**src/dispatch_pkg.sv**
```systemverilog
/*
    Sizes and uop-class bit positions of the two-slot vector dispatch stage.
*/
package dispatch_pkg;

    // Issue width is fixed at two slots
    localparam int num_dp_uop  = 2;
    localparam int num_rd_port = 4;

    localparam int vlen                = 64;
    localparam int regfile_index_width = 5;
    // funct6 and funct3 side by side
    localparam int funct_width         = 9;

    localparam int rob_depth       = 8;
    localparam int rob_depth_width = 3;

    // One bit per source that the uop reads
    localparam int uop_class_width = 3;
    localparam int class_vd_bit    = 2;
    localparam int class_vs2_bit   = 1;
    localparam int class_vs1_bit   = 0;

    // Read ports are handed out in this source order
    localparam int port_order [3] = '{class_vs2_bit, class_vs1_bit, class_vd_bit};

endpackage

```
**src/dispatch_raw_rob.sv**
```systemverilog
/*
    RAW check of one uop's sources against every ROB entry.
    The youngest writer of a source decides: still busy means a hazard,
    done means the source is bypassed from that entry.
*/
`timescale 1ns/100ps

module dispatch_raw_rob (
    input  logic [dispatch_pkg::uop_class_width-1:0]                        uop_class,
    input  logic [dispatch_pkg::regfile_index_width-1:0]                    uop_vs1_index,
    input  logic [dispatch_pkg::regfile_index_width-1:0]                    uop_vs2_index,
    input  logic [dispatch_pkg::regfile_index_width-1:0]                    uop_vd_index,
    input  logic [dispatch_pkg::rob_depth_width-1:0]                        rob_head_index,
    input  logic [dispatch_pkg::rob_depth-1:0]                              rob_entry_valid,
    input  logic [dispatch_pkg::rob_depth-1:0][dispatch_pkg::regfile_index_width-1:0]
                                                                            rob_entry_w_index,
    input  logic [dispatch_pkg::rob_depth-1:0]                              rob_entry_done,
    output logic                                                            raw_hazard,
    output logic [2:0]                                                      byp_hit,
    output logic [2:0][dispatch_pkg::rob_depth_width-1:0]                   byp_entry
);

    logic [2:0][dispatch_pkg::regfile_index_width-1:0] src_index;
    logic [2:0]                                        src_match;
    logic [2:0]                                        src_pending;

    // Sources are indexed by their class bit
    assign src_index[dispatch_pkg::class_vd_bit]  = uop_vd_index;
    assign src_index[dispatch_pkg::class_vs2_bit] = uop_vs2_index;
    assign src_index[dispatch_pkg::class_vs1_bit] = uop_vs1_index;

    always_comb begin
        logic [dispatch_pkg::rob_depth_width-1:0] entry;
        src_match = '0;
        byp_entry = '0;
        // Walk from head to tail, so a later match is a younger writer
        for (int k = 0; k < dispatch_pkg::rob_depth; k++) begin
            entry = rob_head_index + k[dispatch_pkg::rob_depth_width-1:0];
            for (int s = 0; s < 3; s++) begin
                if (rob_entry_valid[entry] && rob_entry_w_index[entry] == src_index[s]) begin
                    src_match[s] = 1'b1;
                    byp_entry[s] = entry;
                end
            end
        end
    end

    always_comb begin
        for (int s = 0; s < 3; s++) begin
            byp_hit[s]     = uop_class[s] && src_match[s] && rob_entry_done[byp_entry[s]];
            src_pending[s] = uop_class[s] && src_match[s] && !rob_entry_done[byp_entry[s]];
        end
    end

    assign raw_hazard = |src_pending;

endmodule

```
**src/dispatch_bypass.sv**
```systemverilog
/*
    Operand select for one uop. Each source comes from the ROB entry chosen
    by the RAW check, or else from the VRF data routed to this slot.
*/
`timescale 1ns/100ps

module dispatch_bypass (
    input  logic [2:0]                                               byp_hit,
    input  logic [2:0][dispatch_pkg::rob_depth_width-1:0]            byp_entry,
    input  logic [dispatch_pkg::rob_depth-1:0][dispatch_pkg::vlen-1:0] rob_entry_data,
    input  logic [dispatch_pkg::vlen-1:0]                            port_data_vs1,
    input  logic [dispatch_pkg::vlen-1:0]                            port_data_vs2,
    input  logic [dispatch_pkg::vlen-1:0]                            port_data_vd,
    output logic [dispatch_pkg::vlen-1:0]                            opr_vs1,
    output logic [dispatch_pkg::vlen-1:0]                            opr_vs2,
    output logic [dispatch_pkg::vlen-1:0]                            opr_vd
);

    assign opr_vs1 = byp_hit[dispatch_pkg::class_vs1_bit] ?
                     rob_entry_data[byp_entry[dispatch_pkg::class_vs1_bit]] : port_data_vs1;
    assign opr_vs2 = byp_hit[dispatch_pkg::class_vs2_bit] ?
                     rob_entry_data[byp_entry[dispatch_pkg::class_vs2_bit]] : port_data_vs2;
    assign opr_vd  = byp_hit[dispatch_pkg::class_vd_bit] ?
                     rob_entry_data[byp_entry[dispatch_pkg::class_vd_bit]] : port_data_vd;

endmodule

```
**src/dispatch_raw_uop.sv**
```systemverilog
/*
    RAW check between the two slots. Slot 1 is flagged when a source it
    reads is the vd that a valid slot 0 writes in the same cycle.
*/
`timescale 1ns/100ps

module dispatch_raw_uop (
    input  logic                                         uop0_valid,
    input  logic                                         uop0_vd_write,
    input  logic [dispatch_pkg::regfile_index_width-1:0] uop0_vd_index,
    input  logic [dispatch_pkg::uop_class_width-1:0]     uop1_class,
    input  logic [dispatch_pkg::regfile_index_width-1:0] uop1_vs1_index,
    input  logic [dispatch_pkg::regfile_index_width-1:0] uop1_vs2_index,
    input  logic [dispatch_pkg::regfile_index_width-1:0] uop1_vd_index,
    output logic                                         raw_hazard
);

    logic vs1_hit;
    logic vs2_hit;
    logic vd_hit;

    assign vs1_hit = uop1_class[dispatch_pkg::class_vs1_bit] && uop1_vs1_index == uop0_vd_index;
    assign vs2_hit = uop1_class[dispatch_pkg::class_vs2_bit] && uop1_vs2_index == uop0_vd_index;
    assign vd_hit  = uop1_class[dispatch_pkg::class_vd_bit]  && uop1_vd_index  == uop0_vd_index;

    assign raw_hazard = uop0_valid && uop0_vd_write && (vs1_hit || vs2_hit || vd_hit);

endmodule

```
**src/dispatch_read_port.sv**
```systemverilog
/*
    VRF read-port allocation for both slots. Slot 0 fills ports from 0 in
    the order vs2, vs1, vd and slot 1 carries on from the next free port.
    More than num_rd_port sources in total is a structural hazard, and then
    slot 1 gets no ports. VRF data comes back the same cycle and is routed
    to the source that asked for it.
*/
`timescale 1ns/100ps

module dispatch_read_port (
    input  logic [dispatch_pkg::num_dp_uop-1:0][dispatch_pkg::uop_class_width-1:0]     uop_class,
    input  logic [dispatch_pkg::num_dp_uop-1:0][dispatch_pkg::regfile_index_width-1:0] uop_vs1_index,
    input  logic [dispatch_pkg::num_dp_uop-1:0][dispatch_pkg::regfile_index_width-1:0] uop_vs2_index,
    input  logic [dispatch_pkg::num_dp_uop-1:0][dispatch_pkg::regfile_index_width-1:0] uop_vd_index,
    input  logic [dispatch_pkg::num_rd_port-1:0][dispatch_pkg::vlen-1:0]               vrf_rd_data,
    output logic [dispatch_pkg::num_rd_port-1:0][dispatch_pkg::regfile_index_width-1:0] vrf_rd_index,
    output logic                                                                        arch_hazard,
    output logic [dispatch_pkg::num_dp_uop-1:0][dispatch_pkg::vlen-1:0]                port_data_vs1,
    output logic [dispatch_pkg::num_dp_uop-1:0][dispatch_pkg::vlen-1:0]                port_data_vs2,
    output logic [dispatch_pkg::num_dp_uop-1:0][dispatch_pkg::vlen-1:0]                port_data_vd
);

    logic [dispatch_pkg::num_dp_uop-1:0][2:0][dispatch_pkg::regfile_index_width-1:0] src_index;
    logic [dispatch_pkg::num_dp_uop-1:0][2:0][dispatch_pkg::vlen-1:0]                src_data;
    logic [dispatch_pkg::num_dp_uop-1:0][1:0]                                        src_count;
    logic [2:0]                                                                      total_count;

    always_comb begin
        for (int i = 0; i < dispatch_pkg::num_dp_uop; i++) begin
            src_index[i][dispatch_pkg::class_vs1_bit] = uop_vs1_index[i];
            src_index[i][dispatch_pkg::class_vs2_bit] = uop_vs2_index[i];
            src_index[i][dispatch_pkg::class_vd_bit]  = uop_vd_index[i];
            src_count[i] = uop_class[i][0] + uop_class[i][1] + uop_class[i][2];
        end
    end

    assign total_count = src_count[0] + src_count[1];
    assign arch_hazard = total_count > dispatch_pkg::num_rd_port;

    always_comb begin
        int port;
        int src;
        port         = 0;
        vrf_rd_index = '0;
        src_data     = '0;
        for (int i = 0; i < dispatch_pkg::num_dp_uop; i++) begin
            // Slot 1 reads nothing on a structural hazard
            if (i == 0 || !arch_hazard) begin
                for (int k = 0; k < 3; k++) begin
                    src = dispatch_pkg::port_order[k];
                    if (uop_class[i][src]) begin
                        vrf_rd_index[port] = src_index[i][src];
                        src_data[i][src]   = vrf_rd_data[port];
                        port               = port + 1;
                    end
                end
            end
        end
    end

    always_comb begin
        for (int i = 0; i < dispatch_pkg::num_dp_uop; i++) begin
            port_data_vs1[i] = src_data[i][dispatch_pkg::class_vs1_bit];
            port_data_vs2[i] = src_data[i][dispatch_pkg::class_vs2_bit];
            port_data_vd[i]  = src_data[i][dispatch_pkg::class_vd_bit];
        end
    end

endmodule

```
**src/dispatch_ctrl.sv**
```systemverilog
/*
    Issue decision and handshakes for the two slots. A slot issues when it
    is free of hazards and both the reservation station and the ROB take
    it. Slot 1 only goes together with slot 0, so order is kept.
*/
`timescale 1ns/100ps

module dispatch_ctrl (
    input  logic                                clk,
    input  logic                                reset,
    input  logic [dispatch_pkg::num_dp_uop-1:0] uop_valid,
    input  logic [dispatch_pkg::num_dp_uop-1:0] raw_rob_hazard,
    input  logic                                raw_uop_hazard,
    input  logic                                arch_hazard,
    input  logic [dispatch_pkg::num_dp_uop-1:0] rs_ready,
    input  logic [dispatch_pkg::num_dp_uop-1:0] rob_ready,
    output logic [dispatch_pkg::num_dp_uop-1:0] uop_ready,
    output logic [dispatch_pkg::num_dp_uop-1:0] rs_valid,
    output logic [dispatch_pkg::num_dp_uop-1:0] rob_valid
);

    logic [dispatch_pkg::num_dp_uop-1:0] eligible;
    logic [dispatch_pkg::num_dp_uop-1:0] issue;

    // Slot 0 only waits on ROB writers
    assign eligible[0] = uop_valid[0] && !raw_rob_hazard[0];
    assign issue[0]    = eligible[0] && rs_ready[0] && rob_ready[0];

    // Slot 1 also waits on slot 0, the port limit and slot 0 leaving
    assign eligible[1] = uop_valid[1] && !raw_rob_hazard[1] && !raw_uop_hazard &&
                         !arch_hazard && issue[0];
    assign issue[1]    = eligible[1] && rs_ready[1] && rob_ready[1];

    assign uop_ready = issue;
    // Each side only sees a request when the other side can take it too
    assign rs_valid  = eligible & rob_ready;
    assign rob_valid = eligible & rs_ready;

    assert property (@(posedge clk) disable iff (reset) uop_ready[1] |-> uop_ready[0])
        else $error("slot 1 issued without slot 0");

    assert property (@(posedge clk) disable iff (reset)
                     ((rs_valid | rob_valid) & ~uop_valid) == '0)
        else $error("request on a slot with no valid uop");

endmodule

```
**src/vector_dispatch.sv**
```systemverilog
/*
    Two-slot vector dispatch stage. Takes up to two uops per cycle from the
    uop queue, checks RAW and read-port hazards, reads the VRF or bypasses
    from finished ROB entries, and hands issued uops to the arithmetic
    reservation station and the ROB. Purely combinational; clk and reset
    only qualify the checks in the control block.
*/
`timescale 1ns/100ps

module vector_dispatch (
    input  logic                                                                        clk,
    input  logic                                                                        reset,
    // Uop queue
    input  logic [dispatch_pkg::num_dp_uop-1:0]                                         uop_valid,
    input  logic [dispatch_pkg::num_dp_uop-1:0][dispatch_pkg::uop_class_width-1:0]     uop_class,
    input  logic [dispatch_pkg::num_dp_uop-1:0][dispatch_pkg::regfile_index_width-1:0] uop_vs1_index,
    input  logic [dispatch_pkg::num_dp_uop-1:0][dispatch_pkg::regfile_index_width-1:0] uop_vs2_index,
    input  logic [dispatch_pkg::num_dp_uop-1:0][dispatch_pkg::regfile_index_width-1:0] uop_vd_index,
    input  logic [dispatch_pkg::num_dp_uop-1:0]                                         uop_vd_write,
    input  logic [dispatch_pkg::num_dp_uop-1:0][dispatch_pkg::funct_width-1:0]         uop_funct,
    output logic [dispatch_pkg::num_dp_uop-1:0]                                         uop_ready,
    // Arithmetic reservation station
    output logic [dispatch_pkg::num_dp_uop-1:0]                                         rs_valid,
    output logic [dispatch_pkg::num_dp_uop-1:0][dispatch_pkg::rob_depth_width-1:0]     rs_rob_entry,
    output logic [dispatch_pkg::num_dp_uop-1:0][dispatch_pkg::funct_width-1:0]         rs_funct,
    output logic [dispatch_pkg::num_dp_uop-1:0][dispatch_pkg::vlen-1:0]                rs_vs1_data,
    output logic [dispatch_pkg::num_dp_uop-1:0][dispatch_pkg::vlen-1:0]                rs_vs2_data,
    output logic [dispatch_pkg::num_dp_uop-1:0][dispatch_pkg::vlen-1:0]                rs_vd_data,
    input  logic [dispatch_pkg::num_dp_uop-1:0]                                         rs_ready,
    // ROB
    output logic [dispatch_pkg::num_dp_uop-1:0]                                         rob_valid,
    output logic [dispatch_pkg::num_dp_uop-1:0][dispatch_pkg::regfile_index_width-1:0] rob_w_index,
    input  logic [dispatch_pkg::num_dp_uop-1:0]                                         rob_ready,
    input  logic [dispatch_pkg::rob_depth_width-1:0]                                    rob_tail_index,
    input  logic [dispatch_pkg::rob_depth_width-1:0]                                    rob_head_index,
    input  logic [dispatch_pkg::rob_depth-1:0]                                          rob_entry_valid,
    input  logic [dispatch_pkg::rob_depth-1:0][dispatch_pkg::regfile_index_width-1:0]  rob_entry_w_index,
    input  logic [dispatch_pkg::rob_depth-1:0]                                          rob_entry_done,
    input  logic [dispatch_pkg::rob_depth-1:0][dispatch_pkg::vlen-1:0]                 rob_entry_data,
    // VRF data returns in the same cycle
    output logic [dispatch_pkg::num_rd_port-1:0][dispatch_pkg::regfile_index_width-1:0] vrf_rd_index,
    input  logic [dispatch_pkg::num_rd_port-1:0][dispatch_pkg::vlen-1:0]               vrf_rd_data
);

    logic [dispatch_pkg::num_dp_uop-1:0]                                  raw_rob_hazard;
    logic [dispatch_pkg::num_dp_uop-1:0][2:0]                             byp_hit;
    logic [dispatch_pkg::num_dp_uop-1:0][2:0][dispatch_pkg::rob_depth_width-1:0] byp_entry;
    logic                                                                 raw_uop_hazard;
    logic                                                                 arch_hazard;
    logic [dispatch_pkg::num_dp_uop-1:0][dispatch_pkg::vlen-1:0]         port_data_vs1;
    logic [dispatch_pkg::num_dp_uop-1:0][dispatch_pkg::vlen-1:0]         port_data_vs2;
    logic [dispatch_pkg::num_dp_uop-1:0][dispatch_pkg::vlen-1:0]         port_data_vd;

    genvar i;

    generate
        for (i = 0; i < dispatch_pkg::num_dp_uop; i++) begin : gen_slot
            dispatch_raw_rob u_raw_rob (
                .uop_class         (uop_class[i]),
                .uop_vs1_index     (uop_vs1_index[i]),
                .uop_vs2_index     (uop_vs2_index[i]),
                .uop_vd_index      (uop_vd_index[i]),
                .rob_head_index    (rob_head_index),
                .rob_entry_valid   (rob_entry_valid),
                .rob_entry_w_index (rob_entry_w_index),
                .rob_entry_done    (rob_entry_done),
                .raw_hazard        (raw_rob_hazard[i]),
                .byp_hit           (byp_hit[i]),
                .byp_entry         (byp_entry[i])
            );

            dispatch_bypass u_bypass (
                .byp_hit        (byp_hit[i]),
                .byp_entry      (byp_entry[i]),
                .rob_entry_data (rob_entry_data),
                .port_data_vs1  (port_data_vs1[i]),
                .port_data_vs2  (port_data_vs2[i]),
                .port_data_vd   (port_data_vd[i]),
                .opr_vs1        (rs_vs1_data[i]),
                .opr_vs2        (rs_vs2_data[i]),
                .opr_vd         (rs_vd_data[i])
            );
        end
    endgenerate

    dispatch_raw_uop u_raw_uop (
        .uop0_valid     (uop_valid[0]),
        .uop0_vd_write  (uop_vd_write[0]),
        .uop0_vd_index  (uop_vd_index[0]),
        .uop1_class     (uop_class[1]),
        .uop1_vs1_index (uop_vs1_index[1]),
        .uop1_vs2_index (uop_vs2_index[1]),
        .uop1_vd_index  (uop_vd_index[1]),
        .raw_hazard     (raw_uop_hazard)
    );

    dispatch_read_port u_read_port (
        .uop_class     (uop_class),
        .uop_vs1_index (uop_vs1_index),
        .uop_vs2_index (uop_vs2_index),
        .uop_vd_index  (uop_vd_index),
        .vrf_rd_data   (vrf_rd_data),
        .vrf_rd_index  (vrf_rd_index),
        .arch_hazard   (arch_hazard),
        .port_data_vs1 (port_data_vs1),
        .port_data_vs2 (port_data_vs2),
        .port_data_vd  (port_data_vd)
    );

    dispatch_ctrl u_ctrl (
        .clk            (clk),
        .reset          (reset),
        .uop_valid      (uop_valid),
        .raw_rob_hazard (raw_rob_hazard),
        .raw_uop_hazard (raw_uop_hazard),
        .arch_hazard    (arch_hazard),
        .rs_ready       (rs_ready),
        .rob_ready      (rob_ready),
        .uop_ready      (uop_ready),
        .rs_valid       (rs_valid),
        .rob_valid      (rob_valid)
    );

    // Slot 1 takes the entry after the tail, wrapping with the ROB
    assign rs_rob_entry[0] = rob_tail_index;
    assign rs_rob_entry[1] = rob_tail_index + 1'b1;

    assign rs_funct    = uop_funct;
    assign rob_w_index = uop_vd_index;

endmodule

```
**config.mk**
```make
export PLATFORM = sky130hd
export DESIGN_NAME = vector_dispatch
export DESIGN_NICKNAME = d
export VERILOG_FILES = /design/src/dispatch_pkg.sv /design/src/dispatch_raw_rob.sv /design/src/dispatch_bypass.sv /design/src/dispatch_raw_uop.sv /design/src/dispatch_read_port.sv /design/src/dispatch_ctrl.sv /design/src/vector_dispatch.sv
export SDC_FILE = /design/constraint.sdc
export NUM_CORES = 2
export LEC_CHECK = 0
export BUFFER_PORTS_ARGS = -buffer_cell sky130_fd_sc_hd__buf_2
export CELL_PAD_IN_SITES_DETAIL_PLACEMENT = 1
export CELL_PAD_IN_SITES_GLOBAL_PLACEMENT = 2
export CORE_ASPECT_RATIO = 0.5
export CORE_MARGIN = 4
export CORE_UTILIZATION = 25
export DETAILED_ROUTE_END_ITERATION = 16
export PLACE_DENSITY = 0.68
export SYNTH_ARGS = -nofsm -noshare
export SYNTH_HDL_FRONTEND = slang
export SYNTH_SLANG_ARGS = --single-unit
```
**constraint.sdc**
```tcl
create_clock -name vclk -period 13.7
set_clock_uncertainty 0.15 [all_clocks]
set_input_delay 2.74 -clock vclk [all_inputs]
set_output_delay 2.74 -clock vclk [all_outputs]
set_load 0.01 [all_outputs]
```
After elaboration in Yosys (flattened, before gate mapping):

Cells that the tools add are included.

* reduce and logical (&&, ||, !) cells: 99
* bitwise gates (word level): 2
* equality and inequality tests: 51
* $lt $le $gt $ge: 25
* add/sub/neg operators: 17
* mux-type cells: 211

Operators with widths (number)
* 2-to-1 mux 64 bit: 28
* binary-select mux 64 bit (select 3 bit): 6
* binary-select mux 64 bit (select 2 bit): 5
* equality test 5 bit: 51
* 2-to-1 mux 192 bit: 1
* 2-to-1 mux 32 bit: 6
* 2-to-1 mux 20 bit: 8
* 2-to-1 mux 3 bit: 48
* >= comparator 32 x 1 -> 1 bit, second input constant: 4
* < comparator 32 x 4 -> 1 bit, second input constant: 4
* binary-select mux 5 bit (select 3 bit): 8
* bitwise mux 20 bit: 5
* adder 32 x 2 -> 32 bit, second input constant: 3
* logical AND 1 bit: 85
* 2-to-1 mux 5 bit: 14
* 2-to-1 mux 1 bit: 63
* < comparator 3 x 4 -> 1 bit, second input constant: 14
* demux 5 bit (select 2 bit): 5
* binary-select mux 1 bit (select 3 bit): 14
* adder 3 bit, second input constant: 4
* zero test 1 bit: 10
* adder 3 x 1 -> 3 bit, second input constant: 2
* adder 3 x 2 -> 3 bit, second input constant: 2
* OR reduction 3 bit: 2
* 9 further kinds: 13

* register bits after elaboration: 0
* word-level logic and storage cells: 405

Depth between registers and ports, before layout:

* depth after elaboration: 24
* gate-level depth with buffers: 30
* gate-level depth less buffers: 15

Cells and area by module:

From an unflattened synthesis, not the netlist that was laid out.

* cells, all modules: 6675
* area total of the unflattened synthesis: 54476.0 sq um

Modules (own cells, without submodules)
* dispatch_bypass: area each 15665.0 sq um, sequential area each 0.0 sq um, instances 2, cells an instance 1986
* dispatch_raw_rob: area each 6118.4 sq um, sequential area each 0.0 sq um, instances 2, cells an instance 745
* dispatch_read_port: area each 10378.7 sq um, sequential area each 0.0 sq um, instances 1, cells an instance 1146
* vector_dispatch: area each 257.7 sq um, sequential area each 0.0 sq um, instances 1, cells an instance 34
* dispatch_raw_uop: area each 180.2 sq um, sequential area each 0.0 sq um, instances 1, cells an instance 23
* dispatch_ctrl: area each 92.6 sq um, sequential area each 0.0 sq um, instances 1, cells an instance 10

Worst setup path before layout:

OpenSTA, ideal clock, no wires.

* path type: in2out
* start: input port rob_head_index[0] (netlist bit)
* end: output port rs_vd_data[10] (netlist bit)
* slack: 2.403 ns
* data arrival time: 8.407 ns
* stages on the path: 28
* path through: buf_6 > buf_12 > buf_12 > inv_2 > buf_2 > buf_1 > clkbuf_1 > ha_1 > buf_2 > buf_2 > buf_4 > buf_2 > mux4_2 > a221oi_2 > a22oi_1 > or2_4 > a211oi_4 > and3_1 > a211oi_1 > a222oi_1 > buf_4 > mux2i_1 > mux2_4 > nand2b_4 > a21oi_4 > buf_12 > buf_12 > mux2i_1

RTL lines
* from (decl): RTL line vector_dispatch.sv:35 `input logic [dispatch_pkg::rob_depth_width-1:0] rob_head_index,`
* to (decl): RTL line vector_dispatch.sv:28 `output logic [dispatch_pkg::num_dp_uop-1:0][dispatch_pkg::vlen-1:0] rs_vd_data,`

==> impl_metrics.yaml <==
grt:
  grt_overflow_total: 0
  antenna_found_initial: 234
  grt_max_degree: 160
  grt_pass1_vias: 66500
  grt_pass1_wl_um: 523000
  track_usage_pct: 33.0
setup_path:
  critical_path.endpoint_type: "output port"
  cp_cell_sequence: "buf_4 > inv_1 > ha_4 > mux4_2 > mux2i_2 > xnor2_1 > a2111oi_1 > nand3_1 > o211ai_1 > a32oi_1 > a21oi_1 > inv_1 > a221o_1 > o21ai_2 > nand2_8 > buf_4 > mux2i_1 > buf_2"
  max_stage_delay_ns: 0.80
  critPathArrivalTime_ns: 10.06
  worst_setup_path_start_kind: "input pin"
  crit_required_ns: 10.81
  crit_type: "in -> out"
  cp_max_fo: 54
  slowest_stage: "a21oi_1"
floorplanning:
  io_pins: 1338
  fp.dieH_um: 330
  start_util_pct: 25.3
  core_area_um2: 205000
  dieArea_um2: 216000
  fp.dieW_um: 653
  rows: 117
yosys:
  synth-seq-area-share_pct: 0
  yosysUniqueCellTypes: 104
  synth_area_per_cell_um2: 7.06
  synthCells: 7362
  yosysWarnings: 0
  syn_area_um2: 51900
  syn-num-nets: 8275
final_layout:
  drive_above_1_share_pct: 23.9
  regArea_um2: 0
  nFlopsAndLatches: 0
  final_cell_mix: "mux2i_1 (1474), buf_2 (1293), nand2_1 (1165), a21oi_1 (522), nand3_1 (503)"
  design_area_um2: 60800
  fillers: 25700
  final_common_cell: "mux2i_1"
  area_growth_pct: 17.0
  nClkBuffers: 0
  final_nets: 8874
placed_design:
  dpl.hpwl_um: 277000
  preCtsSetupSlack_ns: 0.927
  place.port_buffers: 1299
  placed_area_um2: 60300
  gp_congestion: 0.993
detailed_routing:
  drtPass1Iterations: 6
  drc: 0
  drt_iter0_markers: 8183
  ant_nets: 0
  num_vias: 69800
  wire_per_inst_um: 34.9
  viasPerCell: 6.41
  routed_wl_um: 380000
flow_run:
  cap_violations: 0
sta:
  max_freq_ghz: 0.0772
  fin_crit_sh_pct: 94.5
  finalSetupTns_ns: 0
  slew-limit-headroom_pct: 16.0
  hold_violations: 0
  grt_setup_unrepaired: "false"
  final-setup-viol-count: 0
  maxSlewViolCount: 0
  tightest_slew_ns: 1.26
  setup_slack_ns: 0.748
  fin_crit_ns: 12.95
power:
  ir_drop_mv: 0.0769
  leakagePower_nw: 26.6
  p_per_area_nw_per_um2: 88.8
  finalPower_mw: 5.40
clocking:
  cts_resized: 0
  cts_setup_buffers: 0
  hold_buffers: 0
run_status:
  status: "completed"
worst_hold_path:
  hold_path.class: "in -> out"
[power by group]
| group | internal [mW] | leakage, nW | switching, mW |
|---|---|---|---|
| combinational | 1.88 | 26.6 | 3.52 |
| sequential | 0 | 0 | 0 |
| clock | 0.00000182 | 0.00119 | 0 |
| total | 1.88 | 26.6 | 3.52 |
[path summary, 6_finish.rpt]
kind	from	endpoint	slack (ns)	depth (start not counted)
hold / removal	uop_funct[13]	rs_funct[13]	5.33	0
setup / recovery	rob_head_index[1]	rs_vs2_data[73]	0.75	18
[cells by family (layout without fill, tap and decap cells)]
group	count (synthesis)	in the layout	share of synthesized area, %
XOR/XNOR	233	233	3.97
adder cells (fa/ha/maj)	19	19	0.501
buffers and inverters	929	1526	8.44
other	0	188	0
AO/OA/AOI/OAI	1878	1878	22.9
multiplexers	1812	1812	41.3
AND/OR/NAND/NOR	2491	2491	22.8
[area by class of cell]
| cell class | instances | area (um^2) | area share, % |
|---|---|---|---|
| multi-input cells | 6433 | 48000 | 79.0 |
| repair buffers | 1476 | 8660 | 14.2 |
| well taps | 2737 | 3420 | 5.64 |
| diodes | 188 | 470 | 0.774 |
| inverters | 50 | 190 | 0.313 |
[per-stage QoR]
step	hold slack (ns)	instances	utilization (%)
CTS	5.33	10700	29.4
global placement	5.33	10700	29.4
finish	5.33	10900	29.6
global route	5.33	10800	29.6
floorplan	5.37	7362	-
detailed placement	5.33	10700	29.4
[synthesized netlist by cell type (all sizes together), types with 79 or more instances]
library cell,instances,area share [%]
a211oi,373,5.4
a311oi,133,2.2
mux2i,1480,29
mux2,79,1.7
o22ai,135,1.6
nor2,103,0.75
buf,354,4.2
xor2,103,1.8
mux4,253,11
a21oi,529,5.1
nand2,1171,8.5
clkbuf,521,3.8
o21ai,373,3.6
xnor2,130,2.2
or3,89,1.1
a31oi,155,1.9
and3,88,1.1
nor2b,273,3.3
nand3,504,4.9
[worst max-delay path: cells and delay by family]
family | cells | cell delay, ns
mux | 3 | 1.36
fa+ha+maj | 1 | 0.75
buf+inv | 5 | 1.58
simple gates | 2 | 0.92
xor+xnor | 1 | 0.14
compound gates | 6 | 2.33
[metal layers]
layer	global-route usage, %	up-vias	part of all wire, %
li1	-	29200	-
met4	19.7	55	6.8
met1	41.9	35300	41
met5	0.790	-	0.15
met3	8.03	1042	8.6
met2	50.4	4168	44
No activity file was read; power rests on OpenSTA's default activity.
